### config.mk
export PLATFORM = sky130hd
export DESIGN_NAME = router_top
export DESIGN_NICKNAME = d
export VERILOG_FILES = /design/src/design/router_pkg.sv /design/src/design/flit_fifo.sv /design/src/design/route_comp.sv /design/src/design/rr_arbiter.sv /design/src/design/switch_alloc.sv /design/src/design/router_top.sv
export VERILOG_INCLUDE_DIRS = /design/src /design/src/design
export SDC_FILE = /design/constraint.sdc
export NUM_CORES = 1
export LEC_CHECK = 0
export ABC_AREA = 1
export BUFFER_PORTS_ARGS = -buffer_cell sky130_fd_sc_hd__buf_4
export CORE_UTILIZATION = 60
export DETAILED_ROUTE_END_ITERATION = 8
export PLACE_DENSITY = 0.87
export SLEW_MARGIN = 20
export SYNTH_ARGS = -nofsm -noshare
export SYNTH_HDL_FRONTEND = slang
export SYNTH_HIERARCHICAL = 1
export SYNTH_SLANG_ARGS = --single-unit
### constraint.sdc
create_clock -name clk -period 6.5 [get_ports clk]
set_clock_uncertainty 0.05 [all_clocks]
set_input_delay 0.325 -clock clk [delete_from_list [all_inputs] [get_ports clk]]
set_output_delay 0.325 -clock clk [all_outputs]
set_load 0.02 [all_outputs]
### src/design/router_macros.svh
`ifndef ROUTER_MACROS_SVH
`define ROUTER_MACROS_SVH

//////////////////////////////
// flit field widths
//////////////////////////////

// data word carried by every flit
`define FLIT_PAYLOAD_WIDTH 32

// message tag kept from the collective header
`define FLIT_TAG_WIDTH 8

// one mesh coordinate, x or y
`define FLIT_COORD_WIDTH 3

//////////////////////////////
// router sizing
//////////////////////////////

// entries in each input and switch queue
`define ROUTER_QUEUE_DEPTH 4

// network ports per node, xpos and ypos
`define ROUTER_NUM_PORTS 2

`endif

### src/design/router_pkg.sv
`include "router_macros.svh"

package router_pkg;

    //////////////////////////////
    // link flit
    //////////////////////////////

    // valid sits in the msb, as on the original links
    // destination first, then source, tag and data
    typedef struct packed {
        logic                            valid;
        logic [`FLIT_COORD_WIDTH-1:0]    dst_x;
        logic [`FLIT_COORD_WIDTH-1:0]    dst_y;
        logic [`FLIT_COORD_WIDTH-1:0]    src_x;
        logic [`FLIT_COORD_WIDTH-1:0]    src_y;
        logic [`FLIT_TAG_WIDTH-1:0]      tag;
        logic [`FLIT_PAYLOAD_WIDTH-1:0]  payload;
    } flit_t;

    //////////////////////////////
    // routing decision
    //////////////////////////////

    // output link picked by dimension order
    typedef enum logic [0:0] {
        DIR_XPOS = 1'b0,
        DIR_YPOS = 1'b1
    } out_dir_t;

    // flit tagged with its output, as held in a switch queue
    typedef struct packed {
        out_dir_t dir;
        flit_t    flit;
    } routed_flit_t;

endpackage

### src/design/flit_fifo.sv
`timescale 1ns/10ps
`include "router_macros.svh"

module flit_fifo #(
    parameter type item_t = logic,
    parameter int  depth  = `ROUTER_QUEUE_DEPTH
) (
    input  logic  clk,
    input  logic  rst,
    input  logic  push,
    input  logic  pop,
    input  item_t din,
    output item_t dout,
    output logic  empty,
    output logic  full
);

    // pointer and occupancy widths
    localparam int ptr_w = (depth > 1) ? $clog2(depth) : 1;
    localparam int cnt_w = $clog2(depth + 1);

    // storage ring
    item_t mem [depth];

    logic [ptr_w-1:0] rd_ptr;
    logic [ptr_w-1:0] wr_ptr;
    logic [cnt_w-1:0] count;

    // advance with wrap at depth
    function automatic logic [ptr_w-1:0] next_ptr(input logic [ptr_w-1:0] ptr);
        if (ptr == ptr_w'(depth - 1)) begin
            return '0;
        end
        return ptr + 1'b1;
    endfunction

    // write port
    always_ff @(posedge clk) begin
        if (push) begin
            mem[wr_ptr] <= din;
        end
    end

    // pointers and count
    always_ff @(posedge clk) begin
        if (rst) begin
            rd_ptr <= '0;
            wr_ptr <= '0;
            count  <= '0;
        end else begin
            if (push) begin
                wr_ptr <= next_ptr(wr_ptr);
            end
            if (pop) begin
                rd_ptr <= next_ptr(rd_ptr);
            end
            // simultaneous push and pop keeps the count
            case ({push, pop})
                2'b10:   count <= count + 1'b1;
                2'b01:   count <= count - 1'b1;
                default: count <= count;
            endcase
        end
    end

    // show-ahead head
    assign dout  = mem[rd_ptr];
    assign empty = (count == '0);
    assign full  = (count == cnt_w'(depth));

endmodule

### src/design/route_comp.sv
`timescale 1ns/10ps
`include "router_macros.svh"

module route_comp #(
    parameter int cur_x = 0,
    parameter int cur_y = 0
) (
    input  logic                       clk,
    input  logic                       rst,
    input  router_pkg::flit_t          head,
    input  logic                       head_empty,
    input  logic                       stall,
    output logic                       pop,
    output router_pkg::routed_flit_t   routed,
    output logic                       routed_push,
    output router_pkg::flit_t          eject
);

    // node coordinates at field width
    localparam logic [`FLIT_COORD_WIDTH-1:0] node_x = `FLIT_COORD_WIDTH'(cur_x);
    localparam logic [`FLIT_COORD_WIDTH-1:0] node_y = `FLIT_COORD_WIDTH'(cur_y);

    logic                     is_local;
    router_pkg::out_dir_t     dir;
    router_pkg::routed_flit_t routed_q;
    logic                     routed_valid;
    router_pkg::flit_t        eject_q;
    logic                     eject_valid;

    //////////////////////////////
    // dimension order decision
    //////////////////////////////

    // x first, then y, else this node
    assign is_local = (head.dst_x == node_x) && (head.dst_y == node_y);
    assign dir      = (head.dst_x != node_x) ? router_pkg::DIR_XPOS : router_pkg::DIR_YPOS;

    // take a flit only while the switch queue has room
    assign pop = !head_empty && !stall;

    // registered flit and its routing decision
    always_ff @(posedge clk) begin
        if (pop) begin
            routed_q.dir  <= dir;
            routed_q.flit <= head;
            eject_q       <= head;
        end
    end

    // routed entry holds while the switch queue is full
    always_ff @(posedge clk) begin
        if (rst) begin
            routed_valid <= 1'b0;
            eject_valid  <= 1'b0;
        end else begin
            if (!stall) begin
                routed_valid <= pop && !is_local;
            end
            eject_valid <= pop && is_local;
        end
    end

    assign routed      = routed_q;
    assign routed_push = routed_valid && !stall;

    // eject pulse lasts one cycle
    always_comb begin
        eject       = eject_q;
        eject.valid = eject_valid;
    end

endmodule

### src/design/rr_arbiter.sv
`timescale 1ns/10ps
`include "router_macros.svh"

module rr_arbiter (
    input  logic                          clk,
    input  logic                          rst,
    input  logic [`ROUTER_NUM_PORTS-1:0]  req,
    input  logic                          block,
    output logic [`ROUTER_NUM_PORTS-1:0]  grant
);

    // low means requester 0 (xpos queue) goes first
    logic prio;

    // fixed order from the pointer, nothing while blocked
    always_comb begin
        grant = '0;
        if (!block) begin
            if (!prio) begin
                if (req[0]) grant = 2'b01;
                else if (req[1]) grant = 2'b10;
            end else begin
                if (req[1]) grant = 2'b10;
                else if (req[0]) grant = 2'b01;
            end
        end
    end

    // winner drops to lowest priority
    always_ff @(posedge clk) begin
        if (rst) begin
            prio <= 1'b0;
        end else if (grant[0]) begin
            prio <= 1'b1;
        end else if (grant[1]) begin
            prio <= 1'b0;
        end
    end

endmodule

### src/design/switch_alloc.sv
`timescale 1ns/10ps
`include "router_macros.svh"

module switch_alloc (
    input  logic                       clk,
    input  logic                       rst,
    input  router_pkg::routed_flit_t   head_xpos,
    input  router_pkg::routed_flit_t   head_ypos,
    input  logic                       empty_xpos,
    input  logic                       empty_ypos,
    input  router_pkg::flit_t          inject_xpos,
    input  router_pkg::flit_t          inject_ypos,
    output logic                       pop_xpos,
    output logic                       pop_ypos,
    output router_pkg::flit_t          out_xpos,
    output router_pkg::flit_t          out_ypos
);

    // bit 0 is the xpos switch queue, bit 1 the ypos one
    logic [`ROUTER_NUM_PORTS-1:0] req_x;
    logic [`ROUTER_NUM_PORTS-1:0] req_y;
    logic [`ROUTER_NUM_PORTS-1:0] grant_x;
    logic [`ROUTER_NUM_PORTS-1:0] grant_y;

    router_pkg::flit_t sel_x;
    router_pkg::flit_t sel_y;
    router_pkg::flit_t out_x_q;
    router_pkg::flit_t out_y_q;
    logic              out_x_valid;
    logic              out_y_valid;

    //////////////////////////////
    // requests and arbitration
    //////////////////////////////

    // each head asks only for the output in its dir
    assign req_x[0] = !empty_xpos && (head_xpos.dir == router_pkg::DIR_XPOS);
    assign req_x[1] = !empty_ypos && (head_ypos.dir == router_pkg::DIR_XPOS);
    assign req_y[0] = !empty_xpos && (head_xpos.dir == router_pkg::DIR_YPOS);
    assign req_y[1] = !empty_ypos && (head_ypos.dir == router_pkg::DIR_YPOS);

    // local inject claims the output
    rr_arbiter arb_xpos (
        .clk   (clk),
        .rst   (rst),
        .req   (req_x),
        .block (inject_xpos.valid),
        .grant (grant_x)
    );

    rr_arbiter arb_ypos (
        .clk   (clk),
        .rst   (rst),
        .req   (req_y),
        .block (inject_ypos.valid),
        .grant (grant_y)
    );

    // a head wins at most one output
    assign pop_xpos = grant_x[0] | grant_y[0];
    assign pop_ypos = grant_x[1] | grant_y[1];

    //////////////////////////////
    // switch traversal
    //////////////////////////////

    // inject first, then the granted head, else idle
    function automatic router_pkg::flit_t pick(
        input router_pkg::flit_t                inj,
        input logic [`ROUTER_NUM_PORTS-1:0]     grant,
        input router_pkg::routed_flit_t         hx,
        input router_pkg::routed_flit_t         hy
    );
        router_pkg::flit_t f;
        f = '0;
        if (inj.valid) f = inj;
        else if (grant[0]) f = hx.flit;
        else if (grant[1]) f = hy.flit;
        return f;
    endfunction

    assign sel_x = pick(inject_xpos, grant_x, head_xpos, head_ypos);
    assign sel_y = pick(inject_ypos, grant_y, head_xpos, head_ypos);

    always_ff @(posedge clk) begin
        out_x_q <= sel_x;
        out_y_q <= sel_y;
    end

    always_ff @(posedge clk) begin
        if (rst) begin
            out_x_valid <= 1'b0;
            out_y_valid <= 1'b0;
        end else begin
            out_x_valid <= sel_x.valid;
            out_y_valid <= sel_y.valid;
        end
    end

    // one cycle per flit on each link
    always_comb begin
        out_xpos       = out_x_q;
        out_xpos.valid = out_x_valid;
        out_ypos       = out_y_q;
        out_ypos.valid = out_y_valid;
    end

endmodule

### src/design/router_top.sv
`timescale 1ns/10ps
`include "router_macros.svh"

module router_top #(
    parameter int cur_x = 0,
    parameter int cur_y = 0
) (
    input  logic               clk,
    input  logic               rst,
    input  router_pkg::flit_t  in_xpos,
    input  router_pkg::flit_t  in_ypos,
    input  router_pkg::flit_t  inject_xpos,
    input  router_pkg::flit_t  inject_ypos,
    output router_pkg::flit_t  out_xpos,
    output router_pkg::flit_t  out_ypos,
    output router_pkg::flit_t  eject_xpos,
    output router_pkg::flit_t  eject_ypos
);

    // input queue to route stage
    router_pkg::flit_t q_x_head;
    router_pkg::flit_t q_y_head;
    logic              q_x_empty;
    logic              q_y_empty;
    logic              q_x_pop;
    logic              q_y_pop;

    // route stage to switch queue
    router_pkg::routed_flit_t rc_x_routed;
    router_pkg::routed_flit_t rc_y_routed;
    logic                     rc_x_push;
    logic                     rc_y_push;

    // switch queue to allocator
    router_pkg::routed_flit_t sw_x_head;
    router_pkg::routed_flit_t sw_y_head;
    logic                     sw_x_empty;
    logic                     sw_y_empty;
    logic                     sw_x_full;
    logic                     sw_y_full;
    logic                     sw_x_pop;
    logic                     sw_y_pop;

    //////////////////////////////
    // input queues
    //////////////////////////////

    // links have no ready, so full goes nowhere
    flit_fifo #(.item_t(router_pkg::flit_t), .depth(`ROUTER_QUEUE_DEPTH)) xpos_input_queue (
        .clk(clk), .rst(rst), .push(in_xpos.valid), .pop(q_x_pop), .din(in_xpos),
        .dout(q_x_head), .empty(q_x_empty), .full()
    );

    flit_fifo #(.item_t(router_pkg::flit_t), .depth(`ROUTER_QUEUE_DEPTH)) ypos_input_queue (
        .clk(clk), .rst(rst), .push(in_ypos.valid), .pop(q_y_pop), .din(in_ypos),
        .dout(q_y_head), .empty(q_y_empty), .full()
    );

    //////////////////////////////
    // route computation
    //////////////////////////////

    route_comp #(.cur_x(cur_x), .cur_y(cur_y)) xpos_route_comp (
        .clk(clk), .rst(rst), .head(q_x_head), .head_empty(q_x_empty), .stall(sw_x_full),
        .pop(q_x_pop), .routed(rc_x_routed), .routed_push(rc_x_push), .eject(eject_xpos)
    );

    route_comp #(.cur_x(cur_x), .cur_y(cur_y)) ypos_route_comp (
        .clk(clk), .rst(rst), .head(q_y_head), .head_empty(q_y_empty), .stall(sw_y_full),
        .pop(q_y_pop), .routed(rc_y_routed), .routed_push(rc_y_push), .eject(eject_ypos)
    );

    //////////////////////////////
    // switch queues and switch
    //////////////////////////////

    // one queue per input port, drained by grants
    flit_fifo #(.item_t(router_pkg::routed_flit_t), .depth(`ROUTER_QUEUE_DEPTH)) xpos_switch_queue (
        .clk(clk), .rst(rst), .push(rc_x_push), .pop(sw_x_pop), .din(rc_x_routed),
        .dout(sw_x_head), .empty(sw_x_empty), .full(sw_x_full)
    );

    flit_fifo #(.item_t(router_pkg::routed_flit_t), .depth(`ROUTER_QUEUE_DEPTH)) ypos_switch_queue (
        .clk(clk), .rst(rst), .push(rc_y_push), .pop(sw_y_pop), .din(rc_y_routed),
        .dout(sw_y_head), .empty(sw_y_empty), .full(sw_y_full)
    );

    switch_alloc sw_inst (
        .clk         (clk),
        .rst         (rst),
        .head_xpos   (sw_x_head),
        .head_ypos   (sw_y_head),
        .empty_xpos  (sw_x_empty),
        .empty_ypos  (sw_y_empty),
        .inject_xpos (inject_xpos),
        .inject_ypos (inject_ypos),
        .pop_xpos    (sw_x_pop),
        .pop_ypos    (sw_y_pop),
        .out_xpos    (out_xpos),
        .out_ypos    (out_ypos)
    );

endmodule

# After elaboration in Yosys (flattened, before gate mapping)
# Memories as Yosys holds them, arrays and structs flattened. A register that Yosys moved wholly into a read port is not among the register bits.
# Index checks and enable logic that the tools add are counted.
dict set report classes {
  addsub 16
  n_eq_ne 18
  muxes 84
  n_bitwise 4
  n_reduce_logical 38
}
# op n
set ops {}
lappend ops {{53-bit 2-to-1 mux} 6}
lappend ops {{2-bit 2-to-1 mux} 34}
lappend ops {{1-bit 2-to-1 mux} 40}
lappend ops {{2-bit equality test (second input constant)} 12}
lappend ops {{3-bit logical NOT} 8}
lappend ops {{3-bit case mux with 2 select lines} 4}
lappend ops {{2-bit by 1-bit adder with 2-bit output (second input constant)} 8}
lappend ops {{1-bit logical AND} 14}
lappend ops {{3-bit by 1-bit adder with 3-bit output (second input constant)} 4}
lappend ops {{2-bit nonzero test} 6}
lappend ops {{3-bit by 1-bit subtractor with 3-bit output (second input constant)} 4}
lappend ops {{2-bit by 1-bit equality test with 1-bit output (second input constant)} 4}
lappend ops {{1-bit logical NOT} 8}
lappend ops {{3-bit equality test (second input constant)} 2}
lappend ops {{3-bit nonzero test} 2}
lappend ops {{1-bit inverter} 2}
lappend ops {{1-bit bitwise OR} 2}
dict set report totals {
  reg_bits 248
  ramBits 856
  inputBits 214
  elab_cells 212
  memories 4
}
# name words word_bits rd rd_ports_with_merged_regs wr line_no
set mem_list {}
lappend mem_list {xpos_switch_queue.mem 4 54 1 1 1 flit_fifo.sv:23} ;# item_t mem [depth];
lappend mem_list {ypos_switch_queue.mem 4 54 1 1 1 flit_fifo.sv:23}
lappend mem_list {xpos_input_queue.mem 4 53 1 1 1 flit_fifo.sv:23}
lappend mem_list {ypos_input_queue.mem 4 53 1 1 1 flit_fifo.sv:23}

# Logic depth before layout (Yosys ltp)
# Gate-level depths: netlist (run 1).
dict set report logic_depth {
  ltp_word 13
  depth_mapped 23
  mapped_depth_nobuf 18
}

# Modules after synthesis
# The synthesis (run 1) kept the hierarchy.
# module n_inst cells_per_inst area_each_um2 seq_area_each_um2
set modules_own_cells {}
lappend modules_own_cells {{flit_fifo (xpos_input_queue ...)} 2 573 8495.6 6546.3}
lappend modules_own_cells {{flit_fifo (xpos_switch_queue ...)} 2 582 8445.6 6666.4}
lappend modules_own_cells {switch_alloc 1 916 5317.6 2122.0}
lappend modules_own_cells {route_comp 2 128 2142.1 1661.6}
lappend modules_own_cells {rr_arbiter 2 10 71.3 20.0}

# Least setup slack after synthesis (run 1)
# Ideal clock, no wire load.
dict set report synth_path {
  path_type {register to register}
  startpoint {register xpos_switch_queue.count[1]}
  endpoint {register xpos_input_queue.count[2]}
  setup_ns 0.110
  arrival_ns 3.040
  slack_ns 3.300
  stages_incl_launch_ff 12
  n_path_buf 0
  period_less_slack_ns 3.200
  cell_sequence {dfxtp_1 -> nor3_1 -> nor2_2 -> ha_1 -> inv_1 -> fa_1 -> inv_1 -> nand2_1 -> nand3_1 -> nand2_1 -> inv_1 -> nor2_1}
}
dict set report synth_between {
  elab_chain_len 5
  elab_cells_between_ends 7
}
# element line_no
set synth_rtl {}
lappend synth_rtl {{from (decl)} flit_fifo.sv:27} ;# logic [cnt_w-1:0] count;
lappend synth_rtl {{from (signal assigned)} flit_fifo.sv:59} ;# 2'b10: count <= count + 1'b1;
lappend synth_rtl {{from (signal assigned)} flit_fifo.sv:60} ;# 2'b01: count <= count - 1'b1;
lappend synth_rtl {{from (signal assigned)} flit_fifo.sv:61} ;# default: count <= count;
lappend synth_rtl {{3-bit equality test *} flit_fifo.sv:69} ;# assign full = (count == cnt_w'(depth));
lappend synth_rtl {{net sw_x_full} router_top.sv:39} ;# logic sw_x_full;
lappend synth_rtl {{1-bit logical NOT *} route_comp.sv:39} ;# assign pop = !head_empty && !stall;
lappend synth_rtl {{1-bit logical AND *} route_comp.sv:39}
lappend synth_rtl {{net q_x_pop} router_top.sv:25} ;# logic q_x_pop;
lappend synth_rtl {{2-bit by 1-bit equality test with 1-bit output / 2-bit equality test (equally long branches)} flit_fifo.sv:58} ;# case ({push, pop})
lappend synth_rtl {{3-bit case mux with 2 select lines / 2-bit nonzero test (equally long branches)} --}
lappend synth_rtl {{to (signal assigned)} flit_fifo.sv:59}
lappend synth_rtl {{to (signal assigned)} flit_fifo.sv:60}
lappend synth_rtl {{to (signal assigned)} flit_fifo.sv:61}
lappend synth_rtl {{to (decl)} flit_fifo.sv:27}
# The timed path passes the listed nets; every way through them passes the cells marked *.
# A chain may end at the register's enable or synchronous reset.

==> flow_summary.json, run 1 <==
{
  "outcome": "completed",
  "worst_pin_slew_ns": 1.07,
  "endpoint_kind": "register",
  "core_sq_um": 71700,
  "nFillCells": 4181,
  "wl_mm": 117,
  "leakagePower_nw": 19.3,
  "gp_congestion": 0.851,
  "slew_violations": 0,
  "drt-vias-per-instance": 5.92,
  "dr.pass1.iters": 6,
  "hold_path_end": "sw_inst/out_xpos[3]",
  "ir_drop_mv": 0.290,
  "io_buffers": 425,
  "period_minus_slack_ns": 4.47,
  "holdBufCountCts": 222,
  "grt_start_max_net_pins": 109,
  "die_x_um": 272,
  "final_cell_mix": "964 x edfxtp_1, 840 x nor2_1, 458 x buf_4",
  "cp-start-kind": "register",
  "hold_viol": 0,
  "hpwl_mm": 64.0,
  "grt_pass1_wl_mm": 171,
  "cts_resized": 0,
  "clock_tree.buffer_depth": 3,
  "cp.required_ns": 7.03,
  "cts.clk_slew.worst_paths_ns": 0.06,
  "cts_setup_buffers": 0,
  "syn-cell-area_sq_um": 43600,
  "fin_crit_sh_pct": 68.8,
  "critical_path_class": "register to register",
  "grt_pass1_vias": 29000,
  "worstHoldStart": "inject_xpos[3]",
  "reg2regPathDepth": 18,
  "vias": 29800,
  "timing.rr.end": "xpos_switch_queue/count[2]",
  "start_util_pct": 60.8,
  "rows": 98,
  "antenna_cells": 0,
  "grt-ovfl-total": 0,
  "setup_tns_ns": 0,
  "fp.dieArea_sq_um": 73800,
  "multi_input_area_sq_um": 9340,
  "arrival_ns": 5.01,
  "antenna_found_initial": 0,
  "setup_viol": 0,
  "ios": 426,
  "antenna_left": 0,
  "root_buffer": "clkbuf_16",
  "cap_violations": 0,
  "drc": 0,
  "numCtsBuffers": 106,
  "syn_to_final_growth_pct": 19.2,
  "reg2reg_slack_ns": 2.03,
  "h-tree-depth": 3,
  "max_freq_mhz": 224,
  "whs_ns": 0.189,
  "relSlewSlack_pct": 29.0,
  "nets": 4229,
  "synth_nets": 3742,
  "power_density_nw_per_um2": 473,
  "syn-instance-count": 3500,
  "cts_tree": "built",
  "stdcell_count": 5031,
  "seq_area_sq_um": 31900,
  "final_util_pct": 72.5,
  "crit_path_max_fanout": 108,
  "worst_hold_path.num_cells": 3,
  "final_common_cell": "edfxtp_1",
  "clkLatencyLatePin_ns": 0.69,
  "dp.cells": 4606,
  "ys.warnings.count": 6,
  "drive_above_1_share_pct": 18.2,
  "dieHeight_um": 272,
  "hold_path.class": "input port to register",
  "synth.avg_cell_area_sq_um": 12.5,
  "track_usage_pct": 30.9,
  "rsz0062_at_grt": "false",
  "routedWlPerCell_um": 23.3,
  "clock_sinks": 1112,
  "drt_iter0_markers": 3850
}
[flip-flops by register name, indices dropped and copies added (netlist names), 3 cells and up, named ones only]
signal and count:
ypos_input_queue/count 3, ypos_switch_queue/mem 216, xpos_switch_queue/mem 216, xpos_route_comp/eject 52, sw_inst/out_xpos 52, ypos_route_comp/eject 52
xpos_input_queue/count 3, ypos_switch_queue/count 3, xpos_switch_queue/count 3, ypos_input_queue/mem 212, xpos_input_queue/mem 212, sw_inst/out_ypos 52
[worst max-delay path: stages (launching register included)]
cell and delay (ns):
dfxtp_2 0.31, buf_4 0.27, inv_6 0.62, nor2_1 0.08, o22ai_1 0.29, inv_1 0.07
nor2_1 0.28, nand3_2 0.20, inv_4 0.77, or2_1 0.24, ha_1 0.18, inv_1 0.08
fa_1 0.40, inv_1 0.10, nand2_1 0.10, nand3_1 0.10, nand2_1 0.07, inv_1 0.06
nor2_1 0.04
[worst max-delay path by stage]
| stage | cells after the start | startpoint | slack (ns) | endpoint |
|---|---|---|---|---|
| 2_1_floorplan | 11 | xpos_switch_queue/count[1] | 3.30 | xpos_input_queue/count[2] |
| 3_3_place_gp | 19 | register | 2.41 | xpos_switch_queue/count[2] |
| 3_5_place_dp | 19 | register | 2.32 | xpos_switch_queue/count[2] |
| 4_1_cts | 19 | register | 2.24 | xpos_switch_queue/count[2] |
| 5_1_grt | 18 | register | 1.79 | xpos_switch_queue/count[2] |
| 6_report | 18 | register | 2.03 | xpos_switch_queue/count[2] |
[cell type report]
type                    count  share of cell area, %
flip-flops and latches   1112                   61.4
inverters                  96                  0.756
multi-input cells        1990                   18.0
well taps                 950                   2.29
clock inverters            60                   1.06
clock buffers             142                   5.59
repair buffers            681                   10.9
[stage by stage]
step	power, mW	cell area (sq um)	setup slack (ns)
floorplan	15.5	43600	3.30
global placement	17.8	46300	2.41
detailed placement	18.1	46300	2.32
CTS	24.3	51900	2.24
global route	25.4	52000	1.79
finish	24.6	52000	2.03
[routing by layer]
metal	part of all wire, %	GRT usage [%]	routed length, um	up-vias
met5	0	0	0	-
met1	36	38.4	41600	14400
met2	51	53.5	59900	1919
met3	8.9	4.90	10400	324
met4	4.5	14.3	5260	0
li1	-	-	-	13100
[report_power, final]
part | total, mW | internal, mW | switching [mW] | leakage [nW]
logic | 7.63 | 2.13 | 5.50 | 7.45
clock network | 6.13 | 3.44 | 2.69 | 1.69
registers | 10.8 | 9.78 | 1.07 | 10.1
total | 24.6 | 15.3 | 9.26 | 19.3
No activity file was read; power rests on OpenSTA's default activity.
==> run 2, diff against run 1 <==
--- a/config.mk
+++ b/config.mk
@@ -6,11 +6,11 @@
 export SDC_FILE = /design/constraint.sdc
 export NUM_CORES = 1
 export LEC_CHECK = 0
-export ABC_AREA = 1
+export ABC_AREA = 0
 export BUFFER_PORTS_ARGS = -buffer_cell sky130_fd_sc_hd__buf_4
-export CORE_UTILIZATION = 60
+export CORE_UTILIZATION = 59
 export DETAILED_ROUTE_END_ITERATION = 8
-export PLACE_DENSITY = 0.87
+export PLACE_DENSITY = 0.86
 export SLEW_MARGIN = 20
 export SYNTH_ARGS = -nofsm -noshare
 export SYNTH_HDL_FRONTEND = slang
==> constraint.sdc (replaced) <==
create_clock -name clk -period 4.6 [get_ports clk]
set_clock_uncertainty 0.05 [all_clocks]
set_input_delay 0.23 -clock clk [delete_from_list [all_inputs] [get_ports clk]]
set_output_delay 0.23 -clock clk [all_outputs]
set_load 0.02 [all_outputs]
==> run 2 against run 1 <==
Combinational power is 3.1% higher; non-clock buffer count shrank 8; critical path depth is 6 lower; global-route usage down 3.0 points; utilization down 0.42 points; die area up 0.88%; synthesized area decreased by 0.79%; first-iteration DRC count is 43% lower; largest power group unchanged; sequential share of layout area rose by 0.18 points.
==> flow_summary.json, run 2 <==
{
  "outcome": "completed",
  "final_cell_mix": "964 x edfxtp_1, 460 x buf_4, 211 x dlygate4sd3_1",
  "setup_viol": 0,
  "ys.warnings.count": 6,
  "cts_resized": 0,
  "grt-ovfl-total": 0,
  "grt_pass1_wl_mm": 151,
  "leakagePower_nw": 17.5,
  "synth.avg_cell_area_sq_um": 20.1,
  "dieHeight_um": 273,
  "start_util_pct": 60.1,
  "endpoint_kind": "register",
  "crit_path_max_fanout": 38,
  "reg.largest.list": "xpos_switch_queue/mem (216), ypos_switch_queue/mem (216)",
  "cts.clk_slew.worst_paths_ns": 0.06,
  "io_buffers": 425,
  "worst_pin_slew_ns": 1.08,
  "cap_violations": 0,
  "drt-vias-per-instance": 6.02,
  "wl_mm": 104,
  "antenna_left": 0,
  "drc": 0,
  "track_usage_pct": 27.9,
  "nets": 2961,
  "hold_viol": 0,
  "final_util_pct": 72.0,
  "cts_tree": "built",
  "antenna_found_initial": 0,
  "max_freq_mhz": 264,
  "total_power_mw": 31.8,
  "clock_tree.buffer_depth": 3,
  "drt_iter0_markers": 2196,
  "setup_tns_ns": 0,
  "relSlewSlack_pct": 28.1,
  "numCtsBuffers": 106,
  "drive_above_1_share_pct": 37.9,
  "syn-cell-area_sq_um": 43300,
  "synth_nets": 2394,
  "fp.dieArea_sq_um": 74400,
  "core_sq_um": 72000,
  "ir_drop_mv": 0.437,
  "hpwl_mm": 62.7,
  "dr.pass1.iters": 5,
  "cp.required_ns": 5.12,
  "grt_start_max_net_pins": 76,
  "rows": 98,
  "gp_congestion": 0.834,
  "routedWlPerCell_um": 27.7,
  "ios": 426,
  "slew_violations": 0,
  "arrival_ns": 4.32,
  "clock_sinks": 1112,
  "grt_pass1_vias": 23500,
  "h-tree-depth": 3,
  "hold_path.class": "input port to register",
  "final_common_cell": "edfxtp_1",
  "whs_ns": 0.0549,
  "critical_path_class": "register to register",
  "syn_to_final_growth_pct": 19.8,
  "cp-start-kind": "register",
  "die_x_um": 273,
  "clkLatencyLatePin_ns": 0.66,
  "rsz0062_at_grt": "false",
  "power_density_nw_per_um2": 613,
  "vias": 22700,
  "fin_crit_sh_pct": 82.5,
  "root_buffer": "clkbuf_16",
  "period_minus_slack_ns": 3.79,
  "syn-instance-count": 2152
}
[run 2: final cells by class]
type,instances,area (sq um)
Timing Repair Buffer,673,5600
Clock buffer,130,2830
Sequential cell,1112,31900
Clock inverter,69,756
Antenna cell,1,2.50
Fill cell,3946,20100
Multi-Input combinational cell,796,9430
Tap cell,950,1190
Inverter,30,113
[run 2: what timing repair did]
action | in CTS | in global routing
hold buffers | 211 | 0
endpoints found under the hold margin | 549 | 0
setup buffers | 0 | 0
[run 2: per-stage QoR]
step	cells	setup slack, ns	area (sq um)
4_1_cts	3760	0.809	51800
5_1_grt	3760	0.643	51800
3_3_place_gp	3349	0.989	46100
3_5_place_dp	3350	0.876	46200
2_1_floorplan	2152	0.948	43300
6_report	3761	0.807	51900
[run 2: final timing paths]
check	from	endpoint	slack [ns]	cells after the start
setup / recovery	register	xpos_switch_queue/count[2]	0.81	12
hold / removal	inject_xpos[52]	sw_inst/out_xpos[36]	0.05	3
setup reg to reg	register	xpos_switch_queue/count[2]	0.81	12
hold reg to reg	xpos_route_comp/routed_valid	xpos_route_comp/routed_valid	0.44	2
[run 2: worst max-delay path, stage by stage (launching register included)]
cell	delay [ns]
dfxtp_4	0.52
mux4_2	0.57
nor2_1	0.26
nand2b_1	0.18
a21oi_4	0.16
buf_4	0.42
or2_1	0.26
ha_1	0.21
inv_1	0.06
fa_1	0.37
xor2_1	0.16
or3_1	0.32
a21oi_1	0.17
[run 2: report_power, final]
part | switching [mW] | internal (mW)
clock | 3.73 | 5.22
sequential | 1.47 | 13.5
combinational | 4.73 | 3.14
[run 2: routing by layer]
metal  up-vias  track usage [%]  share of wire [%]
met5         -                0                  0
met4         0             10.4                3.6
met3       242             5.32                7.3
met2      1214             48.8                 52
met1     11700             34.6                 37
li1       9516                -                  -
